**src/mmio_pkg.sv**
```systemverilog
package mmio_pkg;

    typedef logic [31:0] word_t;  // APB data word
    typedef logic [7:0]  addr_t;  // APB byte address
    typedef logic [7:0]  byte_t;  // Serial payload

    // Register map
    localparam addr_t UART_CTRL_ADDR = 8'h00;  // Status, read only
    localparam addr_t UART_RX_ADDR   = 8'h04;  // Read pops receive FIFO
    localparam addr_t UART_TX_ADDR   = 8'h08;  // Write pushes transmit FIFO
    localparam addr_t CYCLE_ADDR     = 8'h10;  // Cycle counter value
    localparam addr_t CNT_RST_ADDR   = 8'h18;  // Any write clears counter

    typedef struct packed {
        logic  psel;
        logic  penable;
        logic  pwrite;
        addr_t paddr;
        word_t pwdata;
    } apb_req_t;

    typedef struct packed {
        logic  pready;
        logic  pslverr;
        word_t prdata;
    } apb_rsp_t;

    typedef enum logic [1:0] {
        TX_IDLE, TX_START, TX_DATA, TX_STOP
    } tx_state_t;

    typedef enum logic [1:0] {
        RX_IDLE, RX_START, RX_DATA, RX_STOP
    } rx_state_t;

endpackage

```
**src/apb_regs.sv**
```systemverilog
`timescale 1ns/1ns

module apb_regs (
    input  logic                clk,
    input  logic                rst_n,
    input  mmio_pkg::apb_req_t  apb_req,
    output mmio_pkg::apb_rsp_t  apb_rsp,
    output logic                tx_push,
    output mmio_pkg::byte_t     tx_data,
    input  logic                tx_full,
    output logic                rx_pop,
    input  mmio_pkg::byte_t     rx_data,
    input  logic                rx_empty
);

    mmio_pkg::word_t cycle_cnt;
    mmio_pkg::word_t rdata;
    logic            access;     // Second cycle of a transfer
    logic            wr_access;
    logic            rd_access;
    logic            mapped;
    logic            cnt_clear;

    assign access    = apb_req.psel && apb_req.penable;
    assign wr_access = access && apb_req.pwrite;
    assign rd_access = access && !apb_req.pwrite;

    // Side effects fire in the access cycle only
    assign tx_push   = wr_access && (apb_req.paddr == mmio_pkg::UART_TX_ADDR) && !tx_full;
    assign tx_data   = apb_req.pwdata[7:0];
    assign rx_pop    = rd_access && (apb_req.paddr == mmio_pkg::UART_RX_ADDR) && !rx_empty;
    assign cnt_clear = wr_access && (apb_req.paddr == mmio_pkg::CNT_RST_ADDR);

    always_comb begin
        mapped = 1'b1;
        rdata  = '0;
        case (apb_req.paddr)
            mmio_pkg::UART_CTRL_ADDR: begin
                rdata[0] = !tx_full;   // Transmit ready
                rdata[1] = !rx_empty;  // Receive valid
            end
            mmio_pkg::UART_RX_ADDR: begin
                if (!rx_empty) begin
                    rdata = mmio_pkg::word_t'(rx_data);
                end
            end
            mmio_pkg::UART_TX_ADDR: begin
                rdata = '0;  // Write only
            end
            mmio_pkg::CYCLE_ADDR: begin
                rdata = cycle_cnt;  // Value before this cycle's increment
            end
            mmio_pkg::CNT_RST_ADDR: begin
                rdata = '0;
            end
            default: begin
                mapped = 1'b0;
            end
        endcase
    end

    assign apb_rsp.pready  = 1'b1;  // No wait states
    assign apb_rsp.pslverr = access && !mapped;
    assign apb_rsp.prdata  = rdata;

    // Free-running, cleared by a write to CNT_RST_ADDR
    always_ff @(posedge clk) begin
        if (!rst_n) begin
            cycle_cnt <= '0;
        end else if (cnt_clear) begin
            cycle_cnt <= '0;
        end else begin
            cycle_cnt <= cycle_cnt + 1'b1;
        end
    end

endmodule

```
**src/byte_fifo.sv**
```systemverilog
`timescale 1ns/1ns

module byte_fifo #(
    parameter int FIFO_DEPTH = 8
) (
    input  logic                clk,
    input  logic                rst_n,
    input  logic                push,
    input  mmio_pkg::byte_t     push_data,
    output logic                full,
    input  logic                pop,
    output mmio_pkg::byte_t     pop_data,
    output logic                empty
);

    localparam int AW = $clog2(FIFO_DEPTH);

    mmio_pkg::byte_t mem [FIFO_DEPTH];

    logic [AW:0] wr_ptr;  // Extra bit tells full from empty
    logic [AW:0] rd_ptr;
    logic        do_push;
    logic        do_pop;

    assign do_push = push && !full;   // Drop when full
    assign do_pop  = pop && !empty;   // Ignore when empty

    assign empty = (wr_ptr == rd_ptr);
    assign full  = (wr_ptr[AW] != rd_ptr[AW]) &&
                   (wr_ptr[AW-1:0] == rd_ptr[AW-1:0]);

    assign pop_data = mem[rd_ptr[AW-1:0]];  // Head of queue

    always_ff @(posedge clk) begin
        if (do_push) begin
            mem[wr_ptr[AW-1:0]] <= push_data;
        end
    end

    always_ff @(posedge clk) begin
        if (!rst_n) begin
            wr_ptr <= '0;
            rd_ptr <= '0;
        end else begin
            if (do_push) begin
                wr_ptr <= wr_ptr + 1'b1;
            end
            if (do_pop) begin
                rd_ptr <= rd_ptr + 1'b1;
            end
        end
    end

endmodule

```
**src/mmio_uart_top.sv**
```systemverilog
`timescale 1ns/1ns

module mmio_uart_top #(
    parameter int CLOCK_FREQ = 50_000_000,
    parameter int BAUD_RATE  = 115_200,
    parameter int FIFO_DEPTH = 32
) (
    input  logic                clk,
    input  logic                rst_n,
    input  mmio_pkg::apb_req_t  apb_req,
    output mmio_pkg::apb_rsp_t  apb_rsp,
    input  logic                serial_rx,
    output logic                serial_tx
);

    // Bus to transmitter
    logic            tx_push;
    mmio_pkg::byte_t tx_data;
    logic            tx_full;
    logic            tx_pop;
    mmio_pkg::byte_t tx_head;
    logic            tx_empty;
    logic            tx_ready;

    // Receiver to bus
    mmio_pkg::byte_t rx_byte;
    logic            rx_valid;
    logic            rx_push;
    logic            rx_full;
    logic            rx_pop;
    mmio_pkg::byte_t rx_head;
    logic            rx_empty;

    assign tx_pop  = !tx_empty && tx_ready;   // Byte moves to transmitter
    assign rx_push = rx_valid && !rx_full;    // Lost when queue is full

    apb_regs regs (
        .clk      (clk),
        .rst_n    (rst_n),
        .apb_req  (apb_req),
        .apb_rsp  (apb_rsp),
        .tx_push  (tx_push),
        .tx_data  (tx_data),
        .tx_full  (tx_full),
        .rx_pop   (rx_pop),
        .rx_data  (rx_head),
        .rx_empty (rx_empty)
    );

    byte_fifo #(
        .FIFO_DEPTH (FIFO_DEPTH)
    ) tx_fifo (
        .clk       (clk),
        .rst_n     (rst_n),
        .push      (tx_push),
        .push_data (tx_data),
        .full      (tx_full),
        .pop       (tx_pop),
        .pop_data  (tx_head),
        .empty     (tx_empty)
    );

    uart_tx #(
        .CLOCK_FREQ (CLOCK_FREQ),
        .BAUD_RATE  (BAUD_RATE)
    ) tx (
        .clk        (clk),
        .rst_n      (rst_n),
        .data       (tx_head),
        .valid      (!tx_empty),
        .ready      (tx_ready),
        .serial_out (serial_tx)
    );

    uart_rx #(
        .CLOCK_FREQ (CLOCK_FREQ),
        .BAUD_RATE  (BAUD_RATE)
    ) rx (
        .clk       (clk),
        .rst_n     (rst_n),
        .serial_in (serial_rx),
        .data      (rx_byte),
        .valid     (rx_valid)
    );

    byte_fifo #(
        .FIFO_DEPTH (FIFO_DEPTH)
    ) rx_fifo (
        .clk       (clk),
        .rst_n     (rst_n),
        .push      (rx_push),
        .push_data (rx_byte),
        .full      (rx_full),
        .pop       (rx_pop),
        .pop_data  (rx_head),
        .empty     (rx_empty)
    );

endmodule

```
**src/uart_rx.sv**
```systemverilog
`timescale 1ns/1ns

module uart_rx #(
    parameter int CLOCK_FREQ = 50_000_000,
    parameter int BAUD_RATE  = 115_200
) (
    input  logic             clk,
    input  logic             rst_n,
    input  logic             serial_in,
    output mmio_pkg::byte_t  data,
    output logic             valid
);

    localparam int CLOCKS_PER_BIT = CLOCK_FREQ / BAUD_RATE;
    localparam int CNT_W          = $clog2(CLOCKS_PER_BIT + 1);
    localparam logic [CNT_W-1:0] BIT_LAST  = CNT_W'(CLOCKS_PER_BIT - 1);
    localparam logic [CNT_W-1:0] HALF_LAST = CNT_W'(CLOCKS_PER_BIT / 2 - 1);

    mmio_pkg::rx_state_t state;
    logic [1:0]          sync;      // Two-flop synchronizer
    logic                rx_bit;
    logic [CNT_W-1:0]    bit_cnt;
    logic [2:0]          bit_idx;
    mmio_pkg::byte_t     shift;
    logic                bit_done;

    assign rx_bit   = sync[1];
    assign bit_done = (bit_cnt == BIT_LAST);
    assign data     = shift;

    always_ff @(posedge clk) begin
        if (!rst_n) begin
            sync <= 2'b11;  // Line idles high
        end else begin
            sync <= {sync[0], serial_in};
        end
    end

    always_ff @(posedge clk) begin
        if (!rst_n) begin
            state   <= mmio_pkg::RX_IDLE;
            bit_cnt <= '0;
            bit_idx <= '0;
            valid   <= 1'b0;
        end else begin
            valid   <= 1'b0;
            bit_cnt <= bit_done ? '0 : bit_cnt + 1'b1;
            case (state)
                mmio_pkg::RX_IDLE: begin
                    bit_cnt <= '0;
                    if (!rx_bit) begin
                        state <= mmio_pkg::RX_START;  // Falling edge seen
                    end
                end
                mmio_pkg::RX_START: begin
                    if (bit_cnt == HALF_LAST) begin
                        bit_cnt <= '0;  // Realign to mid-bit
                        bit_idx <= '0;
                        state   <= rx_bit ? mmio_pkg::RX_IDLE : mmio_pkg::RX_DATA;
                    end
                end
                mmio_pkg::RX_DATA: begin
                    if (bit_done) begin
                        bit_idx <= bit_idx + 1'b1;
                        if (bit_idx == 3'd7) begin
                            state <= mmio_pkg::RX_STOP;
                        end
                    end
                end
                default: begin
                    if (bit_done) begin
                        valid <= rx_bit;  // Framing error drops byte
                        state <= mmio_pkg::RX_IDLE;
                    end
                end
            endcase
        end
    end

    // Sampled LSB first
    always_ff @(posedge clk) begin
        if (state == mmio_pkg::RX_DATA && bit_done) begin
            shift <= {rx_bit, shift[7:1]};
        end
    end

endmodule

```
**src/uart_tx.sv**
```systemverilog
`timescale 1ns/1ns

module uart_tx #(
    parameter int CLOCK_FREQ = 50_000_000,
    parameter int BAUD_RATE  = 115_200
) (
    input  logic             clk,
    input  logic             rst_n,
    input  mmio_pkg::byte_t  data,
    input  logic             valid,
    output logic             ready,
    output logic             serial_out
);

    localparam int CLOCKS_PER_BIT = CLOCK_FREQ / BAUD_RATE;
    localparam int CNT_W          = $clog2(CLOCKS_PER_BIT + 1);
    localparam logic [CNT_W-1:0] BIT_LAST = CNT_W'(CLOCKS_PER_BIT - 1);

    mmio_pkg::tx_state_t state;
    logic [CNT_W-1:0]    bit_cnt;   // Clocks within current bit
    logic [2:0]          bit_idx;   // Data bit being sent
    mmio_pkg::byte_t     shift;
    logic                bit_done;

    assign ready    = (state == mmio_pkg::TX_IDLE);
    assign bit_done = (bit_cnt == BIT_LAST);

    always_comb begin
        case (state)
            mmio_pkg::TX_START: serial_out = 1'b0;
            mmio_pkg::TX_DATA:  serial_out = shift[0];  // LSB first
            default:            serial_out = 1'b1;      // Idle and stop are high
        endcase
    end

    always_ff @(posedge clk) begin
        if (!rst_n) begin
            state   <= mmio_pkg::TX_IDLE;
            bit_cnt <= '0;
            bit_idx <= '0;
        end else begin
            bit_cnt <= bit_done ? '0 : bit_cnt + 1'b1;
            case (state)
                mmio_pkg::TX_IDLE: begin
                    bit_cnt <= '0;
                    if (valid) begin
                        state <= mmio_pkg::TX_START;
                    end
                end
                mmio_pkg::TX_START: begin
                    if (bit_done) begin
                        state   <= mmio_pkg::TX_DATA;
                        bit_idx <= '0;
                    end
                end
                mmio_pkg::TX_DATA: begin
                    if (bit_done) begin
                        bit_idx <= bit_idx + 1'b1;
                        if (bit_idx == 3'd7) begin
                            state <= mmio_pkg::TX_STOP;
                        end
                    end
                end
                default: begin
                    if (bit_done) begin
                        state <= mmio_pkg::TX_IDLE;
                    end
                end
            endcase
        end
    end

    always_ff @(posedge clk) begin
        if (ready && valid) begin
            shift <= data;  // Latch byte on accept
        end else if (state == mmio_pkg::TX_DATA && bit_done) begin
            shift <= {1'b0, shift[7:1]};
        end
    end

endmodule

```
**config.mk**
```make
export PLATFORM = sky130hd
export DESIGN_NAME = mmio_uart_top
export DESIGN_NICKNAME = d
export VERILOG_FILES = /design/src/mmio_pkg.sv /design/src/apb_regs.sv /design/src/byte_fifo.sv /design/src/mmio_uart_top.sv /design/src/uart_rx.sv /design/src/uart_tx.sv
export SDC_FILE = /design/constraint.sdc
export NUM_CORES = 1
export LEC_CHECK = 0
export ABC_AREA = 1
export BUFFER_PORTS_ARGS = -buffer_cell sky130_fd_sc_hd__buf_2
export CORE_UTILIZATION = 50
export DETAILED_ROUTE_END_ITERATION = 8
export PLACE_DENSITY = 0.73
export SLEW_MARGIN = 20
export SYNTH_ARGS = -nofsm -noshare
export SYNTH_HDL_FRONTEND = slang
export SYNTH_SLANG_ARGS = --single-unit
```
**constraint.sdc**
```tcl
create_clock -name clk -period 4.4 [get_ports clk]
set_clock_uncertainty 0.15 [all_clocks]
set_input_delay 0.88 -clock clk [delete_from_list [all_inputs] [get_ports clk]]
set_output_delay 0.88 -clock clk [all_outputs]
set_load 0.02 [all_outputs]
```
---- Word level (Yosys, flattened, before mapping) ----
Memory sizes are Yosys's and may differ from the RTL's. A register that Yosys moved wholly into a read port is not among the register bits.
Cells that the tools add are included.
word-level totals
  register bits ........................... 103
  input port bits ......................... 46
  output and inout bits ................... 35
  logic and storage cells ................. 133
  memories kept ........................... 2
  bits in writable memories ............... 512
operators by class
  mux-type cells .......................... 37
  equal/unequal tests ..................... 27
  add/sub/neg operators ................... 9
  reductions and logical operators ........ 41
  bitwise operators ....................... 2
memories
  memory       depth  width  rd ports  clocked after memory_dff  write ports  line             source
  rx_fifo.mem  32     8      1         1                         1            byte_fifo.sv:18  mmio_pkg::byte_t mem [FIFO_DEPTH];
  tx_fifo.mem  32     8      1         1                         1            byte_fifo.sv:18
operator list
  operator                 count
  $pmux W30 S2             1
  $add A32 B1 Y32 const B  1
  $add A6 B1 Y6 const B    4
  $mux W8                  3
  $mux W2                  11
  $mux W5                  4
  $logic_and A1 B1 Y1      19
  $add A9 B1 Y9 const B    2
  $eq A9 B9 Y1 const B     2
  $mux W9                  2
  $pmux W2 S3              3
  $pmux W9 S2              1
  $eq A8 B5 Y1 const B     2
  $eq A6 B6 Y1             2
  $mux W3                  4
  $ne A2 B1 Y1 const B     6
  $pmux W3 S2              2
  $eq A5 B5 Y1             2
  $reduce_and A5 Y1        2
  $reduce_or A5 Y1         2
  $eq A9 B8 Y1 const B     1
  $eq A8 B3 Y1 const B     1
  $eq A8 B4 Y1 const B     1
  $logic_not A8 Y1         1
  other kinds (16)         37

---- Logic depth before layout (Yosys ltp) ----
  word-level depth ........................ 7
  gate-level depth with buffers ........... 13
  depth with buffers taken out ............ 13

---- Hierarchy ----
Synthesis repeated with hierarchy kept, for this count alone.
unflattened totals
  cell total of the unflattened synthesis .. 2660
  area total of the unflattened synthesis .. 27309.9 µm²
by module, submodules not included
  module                area each (µm²)  cells each  times used  seq. area each (µm²)
  byte_fifo at tx_fifo  11447.2          1019        1           8027.7
  byte_fifo at rx_fifo  11414.7          1027        1           8027.7
  apb_regs              2188.3           368         1           640.6
  uart_rx               1159.9           127         1           580.6
  uart_tx               1076.0           114         1           520.5
  mmio_uart_top         23.8             5           1           0.0

---- Worst setup path after synthesis ----
No wires, ideal clock.
  kind .................................... in2out
  start point ............................. input apb_req[38] (netlist name)
  end point ............................... output apb_rsp[10] (netlist name)
  data required time ...................... 3.370 ns
  stages .................................. 6
  arrival time ............................ 1.920 ns
  setup slack ............................. 1.450 ns
  cells stage by stage .................... inv_1 > nand2_1 > nor3_1 > nand3_1 > clkbuf_1 > nor2_1
RTL lines
  element             line                 source
  start: declaration  mmio_uart_top.sv:10  input mmio_pkg::apb_req_t apb_req,
  end: declaration    mmio_uart_top.sv:11  output mmio_pkg::apb_rsp_t apb_rsp,

==> impl_metrics.json <==
{
  "clockBufferDepth": 3,
  "setup_tns_ps": 0,
  "path_cells": "buf_12, o21ai_0, o211ai_1, nand3_1, nand3_1, nand3_1, nand2_1, buf_2",
  "initial_utilization_pct": 50.9,
  "antenna_cells": 0,
  "drive_gt1_share_pct": 9.44,
  "synthXorXnorAreaFrac_pct": 0.945,
  "fp.dieW_um": 234,
  "wl_met1_um": 25100,
  "avgRoutedWirePerCell_um": 18.6,
  "hold_buffers": 0,
  "final_antenna_net_count": 0,
  "synth_area_um2": 26900,
  "wl_met2_um": 29600,
  "synth_edf_count": 528,
  "fin_ws_ps": 501,
  "post_synth_num_cell_types": 50,
  "hold_class": "reg -> reg",
  "synth-simple-area-share_pct": 16.0,
  "post_cts_resized": 0,
  "io_buffers": 55,
  "arrival_ps": 2870,
  "ys_top_cells_by_area": "edfxtp_1, dfxtp_1, nand3_1",
  "die-area_um2": 54700,
  "regToRegSetupSlack_ps": 1410,
  "grt_max_degree": 133,
  "postCtsSetupBuffers": 0,
  "rsz0062_at_grt": "no",
  "highest_layer": "met4",
  "synth_top_area_share_pct": 59.0,
  "gp_congestion": 0.895,
  "grt_overflow": 0,
  "ys.flop_type": "edfxtp_1",
  "hold_violations": 0,
  "max_cap_viol_count": 0,
  "grt_pass1_wl_um": 93200,
  "min_from": "rx.sync[0]",
  "violations": "design-rule violations",
  "cp_max_fo": 67,
  "min_to": "rx.sync[1]",
  "synth_compound_area_share_pct": 9.55,
  "fin_nets": 2587,
  "firstDrtPassIters": 8,
  "htree_levels": 3,
  "clock-sinks": 625,
  "grt_pass1_vias": 17400,
  "endpoint_kind": "primary output",
  "rows": 84,
  "slew_viol_final": 0,
  "track_usage_pct": 21.9,
  "synthAdderAreaFrac_pct": 1.26,
  "finalSetupViolCount": 0,
  "netlist_instances": 2485,
  "antenna_found_initial": 0,
  "numCtsBuffers": 66,
  "peakVddDrop_v": 0.000349,
  "drt_iter0_markers": 1811,
  "worstSetupPathType": "reg -> out",
  "hpwl_um": 37000,
  "whs_path_depth": 1,
  "drt-vias-per-instance": 5.68,
  "vias": 18500,
  "async_flop_share_pct": 0,
  "cts_tree": "yes",
  "worst_slew_margin_rel_pct": 24.2,
  "synth_top_cell_by_area": "edfxtp_1",
  "synth_top_family_by_area": "simple AND/OR/NAND/NOR gates",
  "regToRegStartpoint": "rx_fifo.wr_ptr[2]",
  "post-route-drc-count": 5,
  "wl_met3_um": 3850,
  "routed_wl_um": 60300,
  "p_per_area_nw_per_um2": 448,
  "avgSynthCellArea_um2": 10.8,
  "reg2reg_depth": 9,
  "period_share_pct": 88.6,
  "coreArea_um2": 52900,
  "io-pin-count": 81,
  "cts-root-buf": "clkbuf_16",
  "cp_common_cell": "nand3_1",
  "p_leak_uw": 0.0105,
  "outcome": "complete, but fails checks",
  "synth_fp_nets": 2558,
  "crit_slowest_cell": "dfxtp_2",
  "min_period_ps": 3900,
  "syn_to_final_growth_pct": 11.3,
  "tightest_slew_ps": 1140,
  "fillers": 4243,
  "worstPathRequired_ps": 3370,
  "dp_slack_ps": 884,
  "ys_seq_elements": 625,
  "ys_seq_area_share_pct": 66.2,
  "path_clk_slew_ps": 60,
  "r2r_end": "rx_fifo.mem[28][3]",
  "fp.dieH_um": 234,
  "max_freq_mhz": 257,
  "yosys_warnings": 0,
  "crit_path_max_incr_delay_ps": 640,
  "synthMuxAreaShare_pct": 0,
  "worstSetupStartpointType": "flip-flop",
  "clk_latency_ps": 600
}
Yosys cell counts (8+ instances only):
cell type / count
inv_1: 254
o21ai_1: 10
edfxtp_1: 528
clkbuf_1: 53
xnor2_1: 8
xor2_1: 21
buf_2: 36
nand2_2: 14
nand3_1: 263
nand2_1: 281
o21ai_0: 195
a21oi_1: 127
nor3_1: 29
nor2_1: 316
nand4_1: 16
buf_6: 9
dfxtp_1: 97
buf_4: 15
o211ai_1: 108
buf_1: 12
ha_1: 27
cell usage in the layout, fill, tap and decap left out, drive strengths merged, types with 3 or more instances in the layout:
master,instances
buf,86
clkinv,19
or2,7
nand2,298
o21ai,205
clkinvlp,3
nor3,36
ha,27
o211ai,109
xor2,21
nor2,324
a21oi,127
inv,264
xnor2,8
nor3b,8
nor4,4
dfxtp,97
bufinv,8
nand3,265
nand4,18
clkbuf,88
edfxtp,528
routing by layer:
layer	track usage (%)	up-vias
li1	-	8698
met1	28.8	8956
met2	36.8	673
met3	3.62	142
met4	7.45	0
met5	0	-
worst max path at each step:
stage / startpoint / to / slack (ps)
floorplan: apb_req[38] / apb_rsp[10] / 1450
global placement: apb_req[38] / apb_rsp[0] / 910
detailed placement: apb_req[38] / apb_rsp[0] / 880
CTS: flip-flop / apb_rsp[7] / 540
global route: flip-flop / apb_rsp[7] / 390
finish: flip-flop / apb_rsp[7] / 500
report_power, final:
group	total (uW)	leakage [uW]	switching, uW	internal [uW]
clock	5640	0.00106	2240	3390
sequential	6610	0.00553	134	6480
combinational	1150	0.00387	764	383
state kept, by name, indices dropped and copies added, names as in the netlist, 8 cells and up, named ones only:
name            count
rx_fifo.mem       256
tx.bit_cnt          9
rx.data             8
rx.bit_cnt          9
regs.cycle_cnt     32
tx_fifo.mem       256
tx.shift            8
kinds of logic after synthesis:
logic type                 after synthesis
and+or+nand+nor                        962
DFF                                    625
AOI/OAI and AO/OA                      451
buffers and inverters                  390
xor gates and xnor gates                29
adders and majority gates               27
other                                    1
cell type report:
| cell class | count | area (um^2) | area share (%) |
|---|---|---|---|
| clock buffer | 88 | 1830 | 6.10 |
| inverter | 265 | 1000 | 3.34 |
| sequential | 625 | 17800 | 59.5 |
| clock inverter | 29 | 362 | 1.21 |
| multi-input combinational | 1470 | 7460 | 24.9 |
| timing repair buffer | 86 | 604 | 2.02 |
| tap | 688 | 861 | 2.88 |
critical path, delay by kind of cell (launching register included):
kind            cells  cell delay, ps
flops               1             640
compound gates      2             430
simple gates        4             630
buf+inv             2             510
through the flow:
step | std cells | cell area [um^2] | hold slack, ps | utilization [%] | total power [uW]
floorplan | 2485 | 26900 | 243 | - | 7580
global placement | 3129 | 27700 | 248 | 52.3 | 7810
detailed placement | 3130 | 27700 | 253 | 52.4 | 7860
CTS | 3247 | 29900 | 265 | 56.5 | 13400
global route | 3251 | 29900 | 294 | 56.6 | 13800
finish | 3251 | 29900 | 265 | 56.6 | 13400
(Power assumes the default switching activity.)
